$ cat src/common/soc_pkg.sv
package soc_pkg;

  // ==============================
  // bus geometry
  // ==============================
  localparam int unsigned bus_data_w = 32;
  localparam int unsigned bus_addr_w = 32;
  localparam int unsigned bus_strb_w = bus_data_w / 8;

  localparam int unsigned bram_words = 256;
  localparam int unsigned bram_idx_w = $clog2(bram_words);  // word index bits

  // ==============================
  // address map
  // ==============================
  localparam logic [bus_addr_w-1:0] uart_base_addr  = 32'h1000_0000;
  localparam logic [bus_addr_w-1:0] uart_size       = 32'h0000_0010;
  localparam logic [bus_addr_w-1:0] timer_base_addr = 32'h2000_0000;
  localparam logic [bus_addr_w-1:0] timer_size      = 32'h0000_0010;

  localparam logic [bus_addr_w-1:0] uart_reg_data   = 32'h0;
  localparam logic [bus_addr_w-1:0] uart_reg_status = 32'h4;

  localparam logic [bus_addr_w-1:0] timer_reg_time_lo = 32'h0;
  localparam logic [bus_addr_w-1:0] timer_reg_time_hi = 32'h4;
  localparam logic [bus_addr_w-1:0] timer_reg_cmp_lo  = 32'h8;
  localparam logic [bus_addr_w-1:0] timer_reg_cmp_hi  = 32'hc;

  // ==============================
  // dividers
  // ==============================
  localparam int unsigned uart_clks_per_bit = 16;
  localparam int unsigned uart_cnt_w = $clog2(uart_clks_per_bit);
  localparam logic [uart_cnt_w-1:0] uart_bit_last = uart_cnt_w'(uart_clks_per_bit - 1);
  localparam logic [uart_cnt_w-1:0] uart_bit_half = uart_cnt_w'(uart_clks_per_bit / 2);

  localparam int unsigned rtc_divider = 8;
  localparam int unsigned rtc_cnt_w = $clog2(rtc_divider);
  localparam logic [rtc_cnt_w-1:0] rtc_last = rtc_cnt_w'(rtc_divider - 1);

endpackage
$ cat src/timer/timer.sv
`timescale 1ns/1ps

module timer import soc_pkg::*; (
  input  logic                  clk,
  input  logic                  rst_n,
  input  logic                  timer_valid,
  input  logic [bus_addr_w-1:0] addr,
  input  logic [bus_data_w-1:0] wdata,
  input  logic [bus_strb_w-1:0] wstrb,
  input  logic                  rtc_tick,
  output logic [bus_data_w-1:0] rdata,
  output logic                  ready,
  output logic                  timer_irpt
);

  function automatic logic [bus_data_w-1:0] merge_bytes(
    input logic [bus_data_w-1:0] old_w,
    input logic [bus_data_w-1:0] new_w,
    input logic [bus_strb_w-1:0] strb
  );
    logic [bus_data_w-1:0] res;
    res = old_w;
    for (int b = 0; b < bus_strb_w; b++) begin
      if (strb[b]) begin
        res[8*b +: 8] = new_w[8*b +: 8];
      end
    end
    return res;
  endfunction

  logic        access;
  logic        wr;
  logic        rd;
  logic [63:0] mtime;
  logic [63:0] mtime_nxt;
  logic [63:0] mtimecmp;

  assign access = timer_valid && !ready;
  assign wr     = access && (wstrb != '0);
  assign rd     = access && (wstrb == '0);

  // ==============================
  // registers
  // ==============================
  always_comb begin
    mtime_nxt = mtime + 64'(rtc_tick);
    if (wr && addr == timer_reg_time_lo) begin
      mtime_nxt[31:0] = merge_bytes(mtime[31:0], wdata, wstrb);  // bus write beats the tick
    end
    if (wr && addr == timer_reg_time_hi) begin
      mtime_nxt[63:32] = merge_bytes(mtime[63:32], wdata, wstrb);
    end
  end

  always_ff @(posedge clk or negedge rst_n) begin
    if (!rst_n) begin
      mtime    <= '0;
      mtimecmp <= '1;  // keeps irpt low out of reset
      ready    <= 1'b0;
    end else begin
      mtime <= mtime_nxt;
      ready <= access;
      if (wr && addr == timer_reg_cmp_lo) begin
        mtimecmp[31:0] <= merge_bytes(mtimecmp[31:0], wdata, wstrb);
      end
      if (wr && addr == timer_reg_cmp_hi) begin
        mtimecmp[63:32] <= merge_bytes(mtimecmp[63:32], wdata, wstrb);
      end
    end
  end

  always_ff @(posedge clk) begin
    if (rd) begin
      case (addr)
        timer_reg_time_lo: rdata <= mtime[31:0];
        timer_reg_time_hi: rdata <= mtime[63:32];
        timer_reg_cmp_lo:  rdata <= mtimecmp[31:0];
        timer_reg_cmp_hi:  rdata <= mtimecmp[63:32];
        default:           rdata <= '0;
      endcase
    end else if (wr) begin
      rdata <= '0;
    end
  end

  assign timer_irpt = (mtime >= mtimecmp);

endmodule

$ cat config.mk
export PLATFORM = sky130hd
export DESIGN_NAME = timer
export DESIGN_NICKNAME = d
export VERILOG_FILES = /design/src/common/soc_pkg.sv /design/src/timer/timer.sv
export SDC_FILE = /design/constraint.sdc
export NUM_CORES = 1
export LEC_CHECK = 0
export BUFFER_PORTS_ARGS = -buffer_cell sky130_fd_sc_hd__buf_4
export CAP_MARGIN = 15
export CORE_MARGIN = 1
export CORE_UTILIZATION = 55
export DETAILED_ROUTE_END_ITERATION = 8
export HOLD_SLACK_MARGIN = 0.06
export PLACE_DENSITY = 0.75
export SYNTH_ARGS = -nofsm -noshare
export SYNTH_HDL_FRONTEND = slang
export SYNTH_SLANG_ARGS = --single-unit
$ cat constraint.sdc
create_clock -name clk -period 7.78 [get_ports clk]
set_input_delay 0.389 -clock clk [delete_from_list [all_inputs] [get_ports clk]]
set_output_delay 0.389 -clock clk [all_outputs]
set_load 0.005 [all_outputs]
==> metrics.txt <==
Sum Neg Setup Slack 0 ns; Reg2Reg Setup Slack 4.32 ns; relative slew slack 23.1%; Core Footprint 0.0183 mm²; clock share of power 43.0%; CTS Buf Count 17; WP data arrival 3.15 ns; ANT cells 0; capturing point of the worst reg2reg path mtime[47]; die area 0.0195 mm²; Power Density 164 mW/mm²; Post-layout nets 1313; Pint 1.47 mW; Hold Path Class in2async; reg2reg path depth 8; peak supply drop 0.148 mV; Avg Inst Size Synth 9.58 µm²; pin count of the biggest net entering global routing 81; post-CTS setup buffer count 0; sequential share of power 47.1%; Clk Latency, worst-skew pair 0.44 ns; Std-Cell Rows 49; fin crit share 45.4%; Crit. End Element output pin; first-pass iteration count of the detailed router 6; Psw 0.491 mW; htree depth 4; critical path class reg2out; clock period minus worst slack 3.54 ns; Area growth, synth to finish 15.0%; initial core utilization 56.9%; Worst setup startpoint mtimecmp[43]; RSZ-0062 raised after global routing false; first-pass GRT wire length 49.3 mm; Routability Congestion 0.941; detailed-route DRC error count 0; Fin. Hold Viols 0; post-route cell area 0.0120 mm²; Clock Path Buffers 2; Post-synth EDFFs 32; most common cell in the netlist nand2_1; via count 9468; CTS Root Cell clkbuf_16; die height 140 µm; Async SR Flop Fraction 80.1%; synth cell count leaders nand2_1, a21oi_1, inv_1, nor2_1, ha_1; flops & latches, synth 161; Leak 4.92 nW; clock transition at the registers of the reported paths 0.06 ns; Setup crit start kind flop; slew of the pin with the lowest slew margin 1.15 ns; clk sink count 161; fmax 0.283 GHz; DRT Wirelength 31.6 mm; sequential fraction of the synthesis area 41.0%; Post-CTS Resized 0; I/O Buffers 105; global-route usage over all layers 33.3%; share of layout cells above drive strength 1 25.8%; Worst EP required 7.39 ns; CTS tree done; clock skew 0.00772 ns; Netlist cell types 71; HPWL Detailed 22.2 mm; Slew Limit Fails 0; post-synthesis cell area 0.0104 mm²; synthesized net count 1224; die width 140 µm; Critical Path End timer_irpt; top cells by area, synth dfstp_2, dfrtp_1, edfxtp_1, ha_1, mux2_2; initial antenna violation count 0; outcome finished, final reports clean; vias per std cell 6.68; routed len/inst 22.3 µm; Boundary Pins 106; cell count after synthesis 1086; placed inst area 0.0114 mm²; number of antenna-violating nets in the routed design 0; Logic pwr share 9.9%; vias in the first global route 8888; setup violators final 0; Max FO, Critical Path 3; DR iter-0 viols 1074; Congestion Overflow GR 0; hold buffers post-CTS 0; Ys Warns 0; Synth area leader dfstp_2; post-synth top area share 16.2%; reg-to-reg critical path startpoint ready; Top FF cell, synth dfrtp_1; max cap viols 0; Sw Share 25.1%
worst min-delay path by stage:
| stage | cells past startpoint | to | slack (ns) | from |
|---|---|---|---|---|
| after floorplan | 0 | mtime[0] | 0.09 | rst_n |
| after global placement | 2 | mtimecmp[28] | 0.51 | mtimecmp[28] |
| after detailed placement | 2 | mtimecmp[26] | 0.51 | mtimecmp[26] |
| after CTS | 1 | mtime[0] | 0.17 | rst_n |
| after global routing | 1 | mtime[0] | 0.21 | rst_n |
| final | 1 | mtime[4] | 0.12 | rst_n |
through the flow:
step	setup slack [ns]	hold WS (ns)	cells	utilization (%)	power [mW]
after floorplan	3.95	0.0934	1086	-	1.01
after global placement	4.43	0.508	1385	62.3	1.12
after detailed placement	4.29	0.506	1385	62.3	1.13
after CTS	4.32	0.174	1417	65.5	1.96
after global routing	4.16	0.207	1417	65.5	2.02
final	4.24	0.125	1417	65.5	1.96
routing by layer:
metal  GRT usage (%)  share of wire, %
met1            45.0                42
met2            52.2                46
met3            6.26               8.5
met4            14.4               3.4
met5               0                 0
critical path, cell delays in order (launching register included):
cell	delay (ns)
dfstp_2	0.55
inv_1	0.05
ha_1	0.30
nand4_1	0.23
nor4_1	0.67
nand3_1	0.23
o21ai_0	0.29
a211oi_1	0.09
o31ai_1	0.12
buf_4	0.17
cell type report:
class                   count  area, µm²
fillers                  1506       6310
multi-input cells         800       5650
flip-flops and latches    161       4270
repair buffers            118        886
clock buffers              21        470
inverters                  77        289
well taps                 229        287
clock inverters            11        111
logic make-up (layout without fill, tap and decap cells):
kind of cell | Yosys count | in the layout | share of synthesized area [%]
buffers and inverters | 125 | 227 | 4.90
muxes | 73 | 73 | 8.18
and+or+nand+nor | 372 | 372 | 19.2
xor gates and xnor gates | 1 | 1 | 0.0842
adders and majority gates | 66 | 66 | 7.94
AOI/OAI and AO/OA | 288 | 288 | 18.7
DFF | 161 | 161 | 41.0
registers in the layout, indices dropped and copies added, names as in the netlist:
signal	count
ready	1
rdata	32
mtime	64
mtimecmp	64
cell usage in the layout (no fill, tap or decap), types with 11 or more instances in the layout:
master	instances
a21oi_1	87
nand2_1	111
mux2_2	51
dfrtp_1	65
nand4_1	28
and2_1	12
o21ai_0	54
edfxtp_1	32
nor2_1	70
clkbuf_16	17
nand3_1	47
o221a_2	11
nor3_1	18
and3_1	18
nor4_1	11
and4_1	12
a22o_1	18
a22oi_1	27
inv_1	77
buf_4	118
dfstp_2	64
mux2i_1	13
ha_1	66
power by group through the flow:
stage	sequential (mW)	clock [mW]	combinational, mW
floorplan	0.924	0	0.0897
global placement	0.932	0	0.187
detailed placement	0.934	0	0.192
CTS	0.920	0.847	0.192
global route	0.924	0.879	0.213
finish	0.922	0.842	0.193
No activity file was read; power rests on OpenSTA's default activity.
