$ cat src/common/soc_pkg.sv
package soc_pkg;

  // ==============================
  // bus geometry
  // ==============================
  localparam int unsigned bus_data_w = 32;
  localparam int unsigned bus_addr_w = 32;
  localparam int unsigned bus_strb_w = bus_data_w / 8;

  localparam int unsigned bram_words = 256;
  localparam int unsigned bram_idx_w = $clog2(bram_words);  // word index bits

  // ==============================
  // address map
  // ==============================
  localparam logic [bus_addr_w-1:0] uart_base_addr  = 32'h1000_0000;
  localparam logic [bus_addr_w-1:0] uart_size       = 32'h0000_0010;
  localparam logic [bus_addr_w-1:0] timer_base_addr = 32'h2000_0000;
  localparam logic [bus_addr_w-1:0] timer_size      = 32'h0000_0010;

  localparam logic [bus_addr_w-1:0] uart_reg_data   = 32'h0;
  localparam logic [bus_addr_w-1:0] uart_reg_status = 32'h4;

  localparam logic [bus_addr_w-1:0] timer_reg_time_lo = 32'h0;
  localparam logic [bus_addr_w-1:0] timer_reg_time_hi = 32'h4;
  localparam logic [bus_addr_w-1:0] timer_reg_cmp_lo  = 32'h8;
  localparam logic [bus_addr_w-1:0] timer_reg_cmp_hi  = 32'hc;

  // ==============================
  // dividers
  // ==============================
  localparam int unsigned uart_clks_per_bit = 16;
  localparam int unsigned uart_cnt_w = $clog2(uart_clks_per_bit);
  localparam logic [uart_cnt_w-1:0] uart_bit_last = uart_cnt_w'(uart_clks_per_bit - 1);
  localparam logic [uart_cnt_w-1:0] uart_bit_half = uart_cnt_w'(uart_clks_per_bit / 2);

  localparam int unsigned rtc_divider = 8;
  localparam int unsigned rtc_cnt_w = $clog2(rtc_divider);
  localparam logic [rtc_cnt_w-1:0] rtc_last = rtc_cnt_w'(rtc_divider - 1);

endpackage
$ cat src/uart/uart.sv
`timescale 1ns/1ps

module uart import soc_pkg::*; (
  input  logic                  clk,
  input  logic                  rst_n,
  input  logic                  uart_valid,
  input  logic [bus_addr_w-1:0] addr,
  input  logic [bus_data_w-1:0] wdata,
  input  logic [bus_strb_w-1:0] wstrb,
  input  logic                  rx,
  output logic [bus_data_w-1:0] rdata,
  output logic                  ready,
  output logic                  tx
);

  logic access;
  logic wr;
  logic rd;
  logic tx_load;
  logic rd_clear;

  logic [9:0]            tx_shift;  // stop, data, start
  logic [3:0]            tx_bits;
  logic [uart_cnt_w-1:0] tx_cnt;
  logic                  tx_busy;

  logic [1:0]            rx_sync;
  logic                  rx_in;
  logic                  rx_busy;
  logic [uart_cnt_w-1:0] rx_cnt;
  logic [3:0]            rx_bits;
  logic [7:0]            rx_shift;
  logic [7:0]            rx_data;
  logic                  rx_full;
  logic                  rx_tick;
  logic                  rx_done;

  assign access   = uart_valid && !ready;
  assign wr       = access && (wstrb != '0);
  assign rd       = access && (wstrb == '0);
  assign tx_load  = wr && wstrb[0] && (addr == uart_reg_data) && !tx_busy;  // busy drops it
  assign rd_clear = rd && (addr == uart_reg_data);

  // ==============================
  // bus side
  // ==============================
  always_ff @(posedge clk or negedge rst_n) begin
    if (!rst_n) begin
      ready <= 1'b0;
    end else begin
      ready <= access;
    end
  end

  always_ff @(posedge clk) begin
    if (rd) begin
      case (addr)
        uart_reg_data:   rdata <= {{(bus_data_w-8){1'b0}}, rx_data};
        uart_reg_status: rdata <= {{(bus_data_w-2){1'b0}}, rx_full, tx_busy};
        default:         rdata <= '0;
      endcase
    end else if (wr) begin
      rdata <= '0;
    end
  end

  // ==============================
  // transmitter
  // ==============================
  always_ff @(posedge clk or negedge rst_n) begin
    if (!rst_n) begin
      tx_shift <= '1;
      tx_bits  <= '0;
      tx_cnt   <= '0;
      tx_busy  <= 1'b0;
    end else if (!tx_busy) begin
      if (tx_load) begin
        tx_shift <= {1'b1, wdata[7:0], 1'b0};
        tx_bits  <= '0;
        tx_cnt   <= '0;
        tx_busy  <= 1'b1;
      end
    end else if (tx_cnt == uart_bit_last) begin
      tx_cnt   <= '0;
      tx_shift <= {1'b1, tx_shift[9:1]};  // lsb first
      if (tx_bits == 4'd9) begin
        tx_busy <= 1'b0;
      end else begin
        tx_bits <= tx_bits + 4'd1;
      end
    end else begin
      tx_cnt <= tx_cnt + 1'b1;
    end
  end

  assign tx = tx_shift[0];

  // ==============================
  // receiver
  // ==============================
  assign rx_in   = rx_sync[1];
  assign rx_tick = rx_busy && (rx_cnt == uart_bit_last);  // mid-bit sample point
  assign rx_done = rx_tick && (rx_bits == 4'd9) && rx_in;

  always_ff @(posedge clk or negedge rst_n) begin
    if (!rst_n) begin
      rx_sync <= 2'b11;
      rx_busy <= 1'b0;
      rx_cnt  <= '0;
      rx_bits <= '0;
      rx_full <= 1'b0;
    end else begin
      rx_sync <= {rx_sync[0], rx};
      if (!rx_busy) begin
        if (!rx_in) begin
          rx_busy <= 1'b1;
          rx_cnt  <= uart_bit_half;  // first tick lands mid start bit
          rx_bits <= '0;
        end
      end else if (rx_tick) begin
        rx_cnt  <= '0;
        rx_bits <= rx_bits + 4'd1;
        if ((rx_bits == 4'd0 && rx_in) || rx_bits == 4'd9) begin
          rx_busy <= 1'b0;  // false start or frame end
        end
      end else begin
        rx_cnt <= rx_cnt + 1'b1;
      end
      if (rx_done) begin
        rx_full <= 1'b1;
      end else if (rd_clear) begin
        rx_full <= 1'b0;
      end
    end
  end

  always_ff @(posedge clk) begin
    if (rx_tick && rx_bits != 4'd0 && rx_bits != 4'd9) begin
      rx_shift <= {rx_in, rx_shift[7:1]};
    end
    if (rx_done) begin
      rx_data <= rx_shift;
    end
  end

endmodule

$ cat config.mk
export PLATFORM = sky130hd
export DESIGN_NAME = uart
export DESIGN_NICKNAME = d
export VERILOG_FILES = /design/src/common/soc_pkg.sv /design/src/uart/uart.sv
export SDC_FILE = /design/constraint.sdc
export NUM_CORES = 1
export LEC_CHECK = 0
export BUFFER_PORTS_ARGS = -buffer_cell sky130_fd_sc_hd__buf_4
export CAP_MARGIN = 10
export CORE_UTILIZATION = 52
export DETAILED_ROUTE_END_ITERATION = 7
export PLACE_DENSITY = 0.95
export SYNTH_ARGS = -nofsm -noshare
export SYNTH_HDL_FRONTEND = slang
export SYNTH_SLANG_ARGS = --single-unit
$ cat constraint.sdc
create_clock -name clk -period 4 [get_ports clk]
set_input_delay 1.2 -clock clk [delete_from_list [all_inputs] [get_ports clk]]
set_output_delay 1.2 -clock clk [all_outputs]
set_load 0.005 [all_outputs]
==> flow_metrics.py <==
metrics = {
    "status": {
        "status": "finished, final reports clean",
    },
    "synthesis": {
        "synthAdderAreaFrac_pct": 3.265,
        "synth-xor-area-share_pct": 0.9795,
        "ys.flop_type": "edfxtp_1",
        "synth-seq-area-share_pct": 56.30,
        "synthesis.area_um2": 2683,
        "synth_cell_type_count": 41,
        "synthTopCellsByCount": "buf_4, edfxtp_1, nand2_1, dfrtp_1, o21ai_0",
        "async_reset_ff_share_pct": 56.36,
        "synth_top_family_by_area": "simple AND/OR/NAND/NOR gates",
        "ys.warnings.count": 0,
        "synth_area_leaders": "edfxtp_1, dfrtp_1, dfstp_2",
        "synth_area_per_cell_um2": 11.77,
        "synthSimpleGateAreaFrac_pct": 16.79,
        "synth_mux_area_share_pct": 1.912,
        "synth_top_area_share_pct": 26.87,
        "synth_edf_count": 24,
        "synth_compound_area_share_pct": 12.17,
        "yosys_register_bits": 55,
        "synth_top_cell_by_area": "edfxtp_1",
        "syn_inst": 228,
    },
    "sta": {
        "hold_viol": 0,
        "max-slew-margin-rel_pct": 50.94,
        "max_slew.worst_pin.slew_ns": 0.7302,
        "finalSetupTns_ns": 0,
        "fin_crit_sh_pct": 64.20,
        "setup_viol": 0,
        "rsz0062_at_grt": "no",
        "final-max-slew-violation-count": 0,
        "skew_ns": 0.008190,
        "fmax_mhz": 389.4,
        "min_period_ns": 2.568,
    },
    "die": {
        "core_um2": 4848,
        "io_pins": 106,
        "die-area_um2": 5450,
        "num_rows": 25,
        "die_height_um": 73.83,
        "die_w_um": 73.83,
        "initial_core_util_pct": 55.33,
    },
    "clocking": {
        "clkSlewWorstSetupHoldPaths_ns": 0.09,
        "htree_levels": 2,
        "clock_sinks": 55,
        "cts_tree": "done",
        "cts_buffer_depth": 2,
        "insertion_delay_ns": 0.31,
        "holdBufCountCts": 0,
        "cts-resized-gates": 0,
        "cts-root-buf": "clkbuf_8",
        "cts_made_buffers": 5,
        "cts_setup_buffers": 0,
    },
    "grt": {
        "antenna_found_initial": 0,
        "grt_max_degree": 32,
        "grt-ovfl-total": 0,
        "grt.total_usage_pct": 18.66,
        "grt_pass1_wl_um": 7576,
        "grt_pass1_vias": 1715,
    },
    "pwr": {
        "power.internal_w": 0.0008625,
        "p_sw_share_pct": 27.21,
        "p_switching_w": 0.0003225,
        "power_frac_clock_pct": 25.2,
        "p_leak_nw": 1.439,
        "total_power_w": 0.001185,
        "combPwrFrac_pct": 16.6,
        "vdd.ir_drop.worst_mv": 0.2508,
        "powerDensity_nw_per_um2": 374.8,
        "seqPwrFrac_pct": 58.3,
    },
    "placed_design": {
        "gp_congestion": 0.8401,
        "placed_area_um2": 3073,
        "port_buffers": 57,
        "dp_cells": 344,
        "hpwl_um": 3467,
    },
    "final_layout": {
        "diodes": 0,
        "fillCellCount": 368,
        "layout.cells.non_filler": 352,
        "seqCellArea_um2": 1510,
        "multi_input_area_um2": 1032,
        "drive_above_1_share_pct": 30.88,
        "finish.instance_area_um2": 3162,
        "final_nets": 363,
        "synthToLayoutAreaGrowth_pct": 17.86,
    },
    "worst_setup_path": {
        "crit_fanout": 10,
        "crit_path_end_kind": "register",
        "crit_arrival_ns": 2.74,
        "start_kind": "input pin",
        "path_class": "input pin to register",
        "crit_required_ns": 4.18,
    },
    "drt": {
        "drt_wl_total_um": 4758,
        "drc": 0,
        "viasPerCell": 5.142,
        "drtAntennaViolNets": 0,
        "via_count": 1810,
        "wire_per_inst_um": 13.52,
        "drtIter0Drc": 97,
        "first_pass_iters": 4,
    },
    "job": {
        "cap_violations": 0,
    },
    "min_path": {
        "hold_class": "register to register",
    },
}
[path summary, 6_finish.rpt]
path,startpoint,to,slack [ns],depth (start not counted)
max,addr[5],tx_bits[0],1.43,6
min,rx_sync[0],rx_sync[1],0.36,0
max reg2reg,rx_cnt[0],rx_data[6],1.95,5
min reg2reg,rx_sync[0],rx_sync[1],0.36,0
max in group asynchronous,rst_n,tx_shift[0],2.87,1
min in group asynchronous,rst_n,rx_busy,0.81,1
[cells in the final DEF, fill, tap and decap left out, types with 3 or more instances in the layout]
cell,Yosys,routed
a21o_1,10,10
a21oi_1,7,7
a22o_1,11,11
and3_1,9,9
buf_4,24,57
clkbuf_8,0,5
conb_1,1,24
dfrtp_1,20,20
dfstp_2,11,11
edfxtp_1,24,24
ha_1,7,7
inv_1,5,5
mux2i_1,4,4
nand2_1,22,22
nand2b_1,3,3
nand3_1,3,3
nand3b_1,3,3
nor2_1,8,8
nor2b_1,4,4
nor3_1,3,3
nor4_1,3,3
nor4_2,4,4
o21ai_0,14,14
[state kept, by name, summed over array words and instances, names as in the netlist]
register,flops
tx_shift,9
rdata,8
rx_data,8
rx_shift,8
rx_bits,4
rx_cnt,4
tx_bits,4
tx_cnt,4
rx_sync,2
ready,1
rx_busy,1
rx_full,1
tx_busy,1
[cell families after synthesis]
logic type / count (synthesis)
other: 1
xor gates and xnor gates: 3
AOI/OAI and AO/OA: 48
muxes: 5
buffers and inverters: 36
DFF: 55
adders and majority gates: 7
and+or+nand+nor: 73
[critical path, cell delays in order]
cell,delay (ns)
buf_4,0.11
nor4_2,0.30
nand4_2,0.26
nor4_4,0.60
nand3b_1,0.19
o21ai_0,0.08
[layer usage]
layer | up-vias | track usage, % | share of wire, %
met2 | 70 | 33.64 | 50
met3 | 6 | 4.801 | 7.8
li1 | 883 | - | -
met4 | 0 | 5.769 | 1.1
met5 | - | 0 | 0
met1 | 851 | 21.65 | 41
[cell type report]
type / count / area share [%]
inverters: 5 / 0.5936
clock buffers: 5 / 2.176
well taps: 67 / 2.651
multi-input cells: 160 / 32.65
flip-flops and latches: 55 / 47.76
repair buffers: 57 / 13.53
clock inverters: 3 / 0.6332
[per-stage QoR]
step | hold WS [ns] | setup slack, ns | util [%]
final | 0.3622 | 1.432 | 65.21
after global routing | 0.3671 | 1.301 | 65.21
after CTS | 0.3652 | 1.435 | 65.21
after detailed placement | 0.3516 | 1.113 | 63.38
after global placement | 0.3459 | 1.131 | 63.38
after floorplan | 0.3452 | 1.481 | -
[power by group through the flow]
stage,Clock (W),Sequential (W),Combinational [W]
5_1_grt,0.000333,0.000697,0.000229
3_3_place_gp,0,0.000697,0.000184
3_5_place_dp,0,0.000702,0.000198
6_report,0.000298,0.000690,0.000196
2_1_floorplan,0,0.000685,0.000145
4_1_cts,0.000305,0.000691,0.000199
Note: power is estimated with default switching activity, not from simulation.
