File: config.mk
export PLATFORM = sky130hd
export DESIGN_NAME = mem_decode
export DESIGN_NICKNAME = d
export VERILOG_FILES = /design/src/common/soc_pkg.sv /design/src/hdl/mem_decode.sv
export SDC_FILE = /design/constraint.sdc
export NUM_CORES = 1
export LEC_CHECK = 0
export ABC_CLOCK_PERIOD_IN_PS = 2550
export BUFFER_PORTS_ARGS = -buffer_cell sky130_fd_sc_hd__buf_2
export CAP_MARGIN = 20
export CORE_MARGIN = 8
export CORE_UTILIZATION = 30
export DETAILED_ROUTE_END_ITERATION = 10
export GPL_TIMING_DRIVEN = 0
export PLACE_DENSITY_LB_ADDON = 0.3
export SYNTH_ARGS = -nofsm -noshare
export SYNTH_HDL_FRONTEND = slang
export SYNTH_SLANG_ARGS = --single-unit
File: constraint.sdc
create_clock -name vclk -period 2.55
set_clock_uncertainty 0.05 [all_clocks]
set_input_delay 0.255 -clock vclk [all_inputs]
set_output_delay 0.255 -clock vclk [all_outputs]
set_load 0.02 [all_outputs]
File: src/common/soc_pkg.sv
package soc_pkg;

  // ==============================
  // bus geometry
  // ==============================
  localparam int unsigned bus_data_w = 32;
  localparam int unsigned bus_addr_w = 32;
  localparam int unsigned bus_strb_w = bus_data_w / 8;

  localparam int unsigned bram_words = 256;
  localparam int unsigned bram_idx_w = $clog2(bram_words);  // word index bits

  // ==============================
  // address map
  // ==============================
  localparam logic [bus_addr_w-1:0] uart_base_addr  = 32'h1000_0000;
  localparam logic [bus_addr_w-1:0] uart_size       = 32'h0000_0010;
  localparam logic [bus_addr_w-1:0] timer_base_addr = 32'h2000_0000;
  localparam logic [bus_addr_w-1:0] timer_size      = 32'h0000_0010;

  localparam logic [bus_addr_w-1:0] uart_reg_data   = 32'h0;
  localparam logic [bus_addr_w-1:0] uart_reg_status = 32'h4;

  localparam logic [bus_addr_w-1:0] timer_reg_time_lo = 32'h0;
  localparam logic [bus_addr_w-1:0] timer_reg_time_hi = 32'h4;
  localparam logic [bus_addr_w-1:0] timer_reg_cmp_lo  = 32'h8;
  localparam logic [bus_addr_w-1:0] timer_reg_cmp_hi  = 32'hc;

  // ==============================
  // dividers
  // ==============================
  localparam int unsigned uart_clks_per_bit = 16;
  localparam int unsigned uart_cnt_w = $clog2(uart_clks_per_bit);
  localparam logic [uart_cnt_w-1:0] uart_bit_last = uart_cnt_w'(uart_clks_per_bit - 1);
  localparam logic [uart_cnt_w-1:0] uart_bit_half = uart_cnt_w'(uart_clks_per_bit / 2);

  localparam int unsigned rtc_divider = 8;
  localparam int unsigned rtc_cnt_w = $clog2(rtc_divider);
  localparam logic [rtc_cnt_w-1:0] rtc_last = rtc_cnt_w'(rtc_divider - 1);

endpackage
File: src/hdl/mem_decode.sv
`timescale 1ns/1ps

module mem_decode import soc_pkg::*; (
  input  logic                  mem_valid,
  input  logic [bus_addr_w-1:0] mem_addr,
  input  logic [bus_data_w-1:0] bram_rdata,
  input  logic                  bram_ready,
  input  logic [bus_data_w-1:0] uart_rdata,
  input  logic                  uart_ready,
  input  logic [bus_data_w-1:0] timer_rdata,
  input  logic                  timer_ready,
  output logic [bus_data_w-1:0] mem_rdata,
  output logic                  mem_ready,
  output logic                  bram_valid,
  output logic                  uart_valid,
  output logic                  timer_valid,
  output logic [bus_addr_w-1:0] slave_addr
);

  logic uart_hit;
  logic timer_hit;

  assign uart_hit  = (mem_addr >= uart_base_addr) &&
                     (mem_addr < uart_base_addr + uart_size);
  assign timer_hit = (mem_addr >= timer_base_addr) &&
                     (mem_addr < timer_base_addr + timer_size);

  // ==============================
  // request side
  // ==============================
  always_comb begin
    bram_valid  = 1'b0;
    uart_valid  = 1'b0;
    timer_valid = 1'b0;
    slave_addr  = mem_addr;  // bram aliases everything else
    if (uart_hit) begin
      uart_valid = mem_valid;
      slave_addr = mem_addr - uart_base_addr;
    end else if (timer_hit) begin
      timer_valid = mem_valid;
      slave_addr  = mem_addr - timer_base_addr;
    end else begin
      bram_valid = mem_valid;
    end
  end

  // ==============================
  // response side
  // ==============================
  always_comb begin
    if (bram_ready) begin
      mem_rdata = bram_rdata;
      mem_ready = 1'b1;
    end else if (uart_ready) begin
      mem_rdata = uart_rdata;
      mem_ready = 1'b1;
    end else if (timer_ready) begin
      mem_rdata = timer_rdata;
      mem_ready = 1'b1;
    end else begin
      mem_rdata = '0;
      mem_ready = 1'b0;
    end
  end

endmodule

==> summary.md, run 1 <==
| Metric | Value |
|---|---|
| Register area share after synthesis | 0 |
| Number of max-cap violations | 0 |
| # diodes | 0 |
| CORE AREA | around 3600 sq um |
| Synth cell types | 28 |
| Required @ worst endpoint | 2250 ps |
| # Post-CTS Setup Buffers | 0 |
| Dominant cell type by area after synthesis | a22oi_1 |
| Die Ht | 77.3 um |
| PwrDens | approximately 200 nW/um^2 |
| Starting density of the core | 0.310 |
| Design area | approximately 2200 sq um |
| Register Area | 0 sq um |
| Leakage power | 0.00124 uW |
| # rows | 22 |
| Critical path capture point type | primary output |
| Synth top area share | 0.206 |
| DR pass1 iterations | 4 |
| Final worst path period share | 0.909 |
| Vias/cell | roughly 4.8 |
| Final WS setup | about 230 ps |
| I/O pin total | 200 |
| Max IR drop VDD | 0.105 mV |
| Top cells by area, synth | a22oi_1 (21%), buf_4 (19%), o21ai_0 (15%), nand2_1 (12%), ha_1 (6.7%) |
| Run status | complete, no violations |
| Post-route ant nets | 0 |
| DRC Markers | 0 |
| Initial antenna violation count | 0 |
| Largest net degree at the start of global routing | 11 |
| I/O Buffers | 198 |
| Most common cell after layout, fill and taps aside | buf_2 |
| Placed Area | between 2000 and 2500 sq um |
| Sequential cells | 0 |
| Hold Violations, Final | 0 |
| Leading cell types in the layout, fill and taps excluded | buf_2 (198), nand2_1 (37), o21ai_0 (34) |
| Global-route wire length before repair | 9870 um |
| Share of layout cells above drive strength 1 | 0.606 |
| Total Routing Usage GR | 0.191 |
| Final setup TNS | 0 ps |
| RSZ-0062 raised after global routing | no |
| Mapped Cells | 185 |
| Syn_nets | 323 |
| Iteration-0 DRC Markers | 61 |
| Synthesized area | 1130 sq um |
| Net count, final | between 500 and 600 |
| GRT busiest layer | met2 |
| Grt ovf | 0 |
| Post-DP HPWL | ~5800 um |
| Post-cts sizing count | 0 |
| WL/cell | 15.1 um |
| Crit path max fanout | 6 |
| Die ar. | around 6000 sq um |
| Setup WS pre-CTS | 224 ps |
| Hold Buf Count CTS | 0 |
| Crit Path Category | in2out |
| Yosys warns | 0 |
| Syn Area/Cell | 6.09 sq um |
| Grt met3 use | 0.0816 |
| Slew @ Worst Pin | 498 ps |
| Area Growth Syn to Fin | 93.2% |
| Final worst path period need | 2320 ps |
| Max_slew headroom | 0.664 |
| Hold Path Class | in2out |
| Die X | 77.3 um |
| Vias | between 2000 and 2500 |
| Number of global-route vias before repair | around 2100 |
| GRT met2 Usage | 0.376 |
| Gpl congestion | 0.806 |
| Final Max Slew Viols | 0 |
| WL final | 6510 um |
| Crit path DAT | 2010 ps |
| Hold path cells | 3 |
| Routing usage on met1 | 0.183 |
| Clkbuf count | 0 |
| Max Clock Freq | around 430 MHz |
| Crit path launch type | primary input |
| Endpoints failing setup | 0 |
-- synth_stat cells (2+ instances only) --
cell and count:
nand2_1 37, o21ai_0 34, a22oi_1 31, buf_4 28, clkbuf_1 14, ha_1 6, nor4_1 6, inv_1 4
nand3_1 3, a21oi_1 2, nand4_1 2, nor3_1 2
-- power by group --
| part | leakage, uW | internal [uW] | switching, uW |
|---|---|---|---|
| Combinational | 0.00124 | 192 | 237 |
| Clock | 0 | 0 | 0 |
| Sequential | 0 | 0 | 0 |
| Total | 0.00124 | 192 | 237 |
-- metrics by stage --
stage / hold slack, ps / power [uW] / std cells / utilization
2_1_floorplan: 573 / 231 / 185 / -
3_3_place_gp: 781 / 424 / 431 / 0.600
3_5_place_dp: 780 / 430 / 431 / 0.600
4_1_cts: 782 / 432 / 431 / 0.600
5_1_grt: 792 / 467 / 431 / 0.600
6_report: 779 / 429 / 431 / 0.600
-- path summary, 6_finish.rpt --
kind / start / endpoint / slack, ps
worst max-delay path: mem_addr[0] / slave_addr[30] / 230
worst min-delay path: mem_addr[11] / slave_addr[11] / 780
-- routing by layer --
metal | part of all wire | up-vias
li1 | - | 1050
met5 | 0 | -
met1 | 0.35 | 897
met3 | 0.11 | 4
met2 | 0.53 | 111
met4 | 0.0094 | 0
-- critical path: stages --
cell	delay, ps
buf_2	110
nor4_2	400
nand2_2	110
a2111oi_4	460
and2_1	210
buf_6	120
o311ai_0	150
buf_2	200
-- cells by family after synthesis --
logic type,share of synthesized area
adder cells (fa/ha/maj),0.0666
AND/OR/NAND/NOR,0.248
XOR/XNOR,0.00777
AO/OA/AOI/OAI,0.422
buffers and inverters,0.256
-- cell type report --
type | count | area (sq um)
plain buffers | 43 | 274
fillers | 377 | 1460
inverters | 4 | 15.0
multi-input cells | 138 | 838
well taps | 48 | 60.1
repair buffers | 198 | 991
No activity file was read; power rests on OpenSTA's default activity.
==> inputs of run 2 (changes only) <==
--- a/config.mk
+++ b/config.mk
@@ -8,11 +8,12 @@
 export ABC_CLOCK_PERIOD_IN_PS = 2550
 export BUFFER_PORTS_ARGS = -buffer_cell sky130_fd_sc_hd__buf_2
 export CAP_MARGIN = 20
+export CORE_ASPECT_RATIO = 0.8
 export CORE_MARGIN = 8
 export CORE_UTILIZATION = 30
 export DETAILED_ROUTE_END_ITERATION = 10
 export GPL_TIMING_DRIVEN = 0
-export PLACE_DENSITY_LB_ADDON = 0.3
+export PLACE_DENSITY = 0.9
 export SYNTH_ARGS = -nofsm -noshare
 export SYNTH_HDL_FRONTEND = slang
 export SYNTH_SLANG_ARGS = --single-unit
==> summary.md, run 2 (synthesis results as in run 1) <==
| Metric | Value |
|---|---|
| Run status | complete, no violations |
| Final worst path period share | 0.909 |
| Setup WS pre-CTS | around 250 ps |
| I/O pin total | 200 |
| Die ar. | 5990 sq um |
| GRT met2 Usage | 0.383 |
| Total Routing Usage GR | 0.196 |
| Origin of the worst setup path | mem_addr[20] |
| Crit path DAT | 2010 ps |
| DP Cell Count | 427 |
| Critical path capture point type | primary output |
| Largest net degree at the start of global routing | 11 |
| CORE AREA | around 3700 sq um |
| # Post-CTS Setup Buffers | 0 |
| Grt met3 use | 0.0729 |
| # fillers | ~380 |
| I/O Buffers | approximately 200 |
| Most common cell after layout, fill and taps aside | buf_2 |
| RSZ-0062 raised after global routing | no |
| Required @ worst endpoint | 2250 ps |
| PwrDens | 200 nW/um^2 |
| Number of global-route vias before repair | 2070 |
| Starting density of the core | 0.304 |
| Post-DP HPWL | 6020 um |
| Grt ovf | 0 |
| Area Growth Syn to Fin | 92.8% |
| Global-route wire length before repair | 9980 um |
| DRC Markers | 0 |
| Crit path max fanout | 6 |
| Util after Layout | 0.587 |
| # rows | 20 |
| Overall Power | 434 uW |
| Post-route ant nets | 0 |
| Die Ht | 70.8 um |
| Vias/cell | between 4 and 5 |
| WL/cell | 15.8 um |
| Final setup TNS | 0 ps |
| Initial antenna violation count | 0 |
| Hold Buf Count CTS | 0 |
| Net count, final | approximately 520 |
| Hold wc startpoint | mem_addr[26] |
| Iteration-0 DRC Markers | 87 |
| Number of max-cap violations | 0 |
| Gpl congestion | between 0.8 and 0.9 |
| Final Max Slew Viols | 0 |
| WL final | 6750 um |
| Final WS setup | 233 ps |
| Final non-filler cell total | 427 |
| Max_slew headroom | 0.642 |
| Vias | 2123 |
| DR pass1 iterations | 5 |
| Max Clock Freq | 432 MHz |
| Share of layout cells above drive strength 1 | 0.606 |
| Leakage power | ~0.0012 uW |
| Die X | 84.5 um |
| Leading cell types in the layout, fill and taps excluded | buf_2 (198), nand2_1 (37), o21ai_0 (34) |
| Slew @ Worst Pin | 532 ps |
| Max IR drop VDD | roughly 0.11 mV |
| Routing usage on met1 | 0.202 |
| Sequential cells | 0 |
| Hold Path Class | in2out |
| Register Area | 0 sq um |
| # diodes | 0 |
| Crit Path Category | in2out |
| Final worst path period need | about 2300 ps |
| Endpoints failing setup | 0 |
| Hold Violations, Final | 0 |
| Clkbuf count | 0 |
| Crit path launch type | primary input |
| GRT busiest layer | met2 |
| Post-cts sizing count | 0 |
==> run 2: critical path, cell delays in order <==
cell and delay (ps):
buf_2 110, nor4_1 300, nand4_1 190, o21ai_0 490
and2_1 220, buf_6 120, o311ai_0 130, buf_2 190
==> run 2: worst paths after layout <==
check                   endpoint  slack (ps)  depth (start not counted)
setup / recovery  slave_addr[30]         230                          8
hold / removal    slave_addr[26]         780                          3
==> run 2: metrics by stage <==
step	area [sq um]	hold WS (ps)
after global routing	2170	794
after CTS	2170	782
final	2170	780
after floorplan	1130	573
after global placement	2170	781
after detailed placement	2170	783
==> run 2: area by class of cell <==
type	count	area, sq um	share of cell area
Buffer	43	274	0.126
Inverter	4	15.0	0.00691
Multi-Input combinational cell	138	838	0.386
Tap cell	44	55.1	0.0253
Timing Repair Buffer	198	991	0.456
==> run 2: routing by layer <==
metal  up-vias  part of all wire  wire, um
met5         -                 0         0
met4         0            0.0044        30
met3         6              0.11       762
met2       132              0.52      3500
met1       934              0.36      2450
li1       1051                 -         -
==> run 2: where the power goes <==
part / leakage (uW) / internal (uW) / total [uW] / switching (uW)
registers: 0 / 0 / 0 / 0
logic: 0.00124 / 193 / 434 / 241
clock network: 0 / 0 / 0 / 0
total: 0.00124 / 193 / 434 / 241
==> inputs of run 3 (changes only) <==
--- a/config.mk
+++ b/config.mk
@@ -5,15 +5,16 @@
 export SDC_FILE = /design/constraint.sdc
 export NUM_CORES = 1
 export LEC_CHECK = 0
-export ABC_CLOCK_PERIOD_IN_PS = 2550
+export ABC_CLOCK_PERIOD_IN_PS = 2300
 export BUFFER_PORTS_ARGS = -buffer_cell sky130_fd_sc_hd__buf_2
 export CAP_MARGIN = 20
 export CORE_ASPECT_RATIO = 0.8
 export CORE_MARGIN = 8
-export CORE_UTILIZATION = 30
+export CORE_UTILIZATION = 28
 export DETAILED_ROUTE_END_ITERATION = 10
 export GPL_TIMING_DRIVEN = 0
-export PLACE_DENSITY = 0.9
+export PLACE_DENSITY = 0.85
+export REMOVE_ABC_BUFFERS = 1
 export SYNTH_ARGS = -nofsm -noshare
 export SYNTH_HDL_FRONTEND = slang
 export SYNTH_SLANG_ARGS = --single-unit
==> constraint.sdc (replaced) <==
create_clock -name vclk -period 2.3
set_clock_uncertainty 0.05 [all_clocks]
set_input_delay 0.23 -clock vclk [all_inputs]
set_output_delay 0.23 -clock vclk [all_outputs]
set_load 0.02 [all_outputs]
==> summary.md, run 3 (synthesis results as in run 1) <==
| Metric | Value |
|---|---|
| Run status | complete, no violations |
| Critical path capture point type | primary output |
| Total Routing Usage GR | 0.172 |
| RSZ-0062 raised after global routing | no |
| WL final | 6420 um |
| DR pass1 iterations | 4 |
| Max_slew headroom | 0.416 |
| Setup WS pre-CTS | 11.2 ps |
| Global-route wire length before repair | 9200 um |
| Final worst path period share | 0.947 |
| Crit path max fanout | 6 |
| Initial antenna violation count | 0 |
| Hold Buf Count CTS | 0 |
| Endpoints failing setup | 0 |
| I/O pin total | 200 |
| Hold Path Class | in2out |
| # rows | 20 |
| Crit Path Category | in2out |
| Gpl congestion | 0.832 |
| Number of max-cap violations | 0 |
| Overall Power | 440 uW |
| Hold Slack | between 600 and 700 ps |
| Crit path launch type | primary input |
| Share of layout cells above drive strength 1 | 0.606 |
| Leading cell types in the layout, fill and taps excluded | buf_2 (200), nand2_1 (37), o21ai_0 (32) |
| Final setup TNS | 0 ps |
| Final Max Slew Viols | 0 |
| Clkbuf count | 0 |
| DRC Markers | 0 |
| Iteration-0 DRC Markers | 65 |
| Grt ovf | 0 |
| Vias/cell | 4.85 |
| Final WS setup | roughly 120 ps |
| Area Growth Syn to Fin | 72.4% |
| PwrDens | about 230 nW/um^2 |
| # diodes | 0 |
| # fillers | 391 |
| Max IR drop VDD | approximately 0.16 mV |
| Max Clock Freq | 459 MHz |
| # Post-CTS Setup Buffers | 0 |
| Post-DP HPWL | 5620 um |
| Starting density of the core | 0.294 |
| CORE AREA | 3830 sq um |
| Largest net degree at the start of global routing | 66 |
| Register Area | 0 sq um |
| Required @ worst endpoint | 2020 ps |
| Crit path DAT | between 1500 and 2000 ps |
| Slew @ Worst Pin | 876 ps |
| Leakage power | 0.00110 uW |
| Most common cell after layout, fill and taps aside | buf_2 |
| Sequential cells | 0 |
| Post-route ant nets | 0 |
| Vias | 1929 |
| I/O Buffers | 200 |
| Die X | 86.9 um |
| Die Ht | about 73 um |
| Hold Violations, Final | 0 |
| Die ar. | 6330 sq um |
| Net count, final | 483 |
| WL/cell | 16.1 um |
| Number of global-route vias before repair | roughly 1800 |
| Final worst path period need | about 2200 ps |
-- run 3: cell types whose count changed in the layout (fill, tap and decap cells not counted), sizes merged --
cell    previous run  this run
buf              227       201
clkbuf            14         0
-- run 3: layer usage --
metal,GRT usage,vias up,part of all wire
met3,0.0349,4,0.092
met1,0.195,868,0.37
met5,0,-,0
met4,0.00762,0,0.0044
met2,0.335,90,0.53
li1,-,967,-
-- run 3: worst paths after layout --
path / from / end / slack (ps) / depth (start not counted)
max: mem_addr[0] / bram_valid / 120 / 7
min: mem_addr[23] / slave_addr[23] / 640 / 2
-- run 3: stage by stage --
step / utilization / instance area, sq um / std cells
3_3_place_gp: 0.502 / 1920 / 397
4_1_cts: 0.507 / 1940 / 398
5_1_grt: 0.508 / 1940 / 398
2_1_floorplan: - / 853 / 142
3_5_place_dp: 0.507 / 1940 / 398
6_report: 0.508 / 1940 / 398
-- run 3: where the power goes --
part           switching [uW]  internal [uW]  leakage, uW
sequential                  0              0            0
clock                       0              0            0
combinational             256            184      0.00110
-- run 3: cell type report --
type / count / area (sq um) / share of cell area
well taps: 55 / 68.8 / 0.0354
multi-input cells: 138 / 843 / 0.434
inverters: 4 / 15.0 / 0.00773
repair buffers: 201 / 1020 / 0.523
-- run 3: timing repair --
item                                    CTS  global route
endpoints found under the setup margin    0             6
endpoints found under the hold margin     0             0
resized for setup                         0             4
-- run 3: critical path, stage by stage --
cell and delay [ps]:
buf_2 110, nor4_2 390, nand2_2 120, a2111oi_4 430
and2_4 270, and3b_1 190, buf_2 160
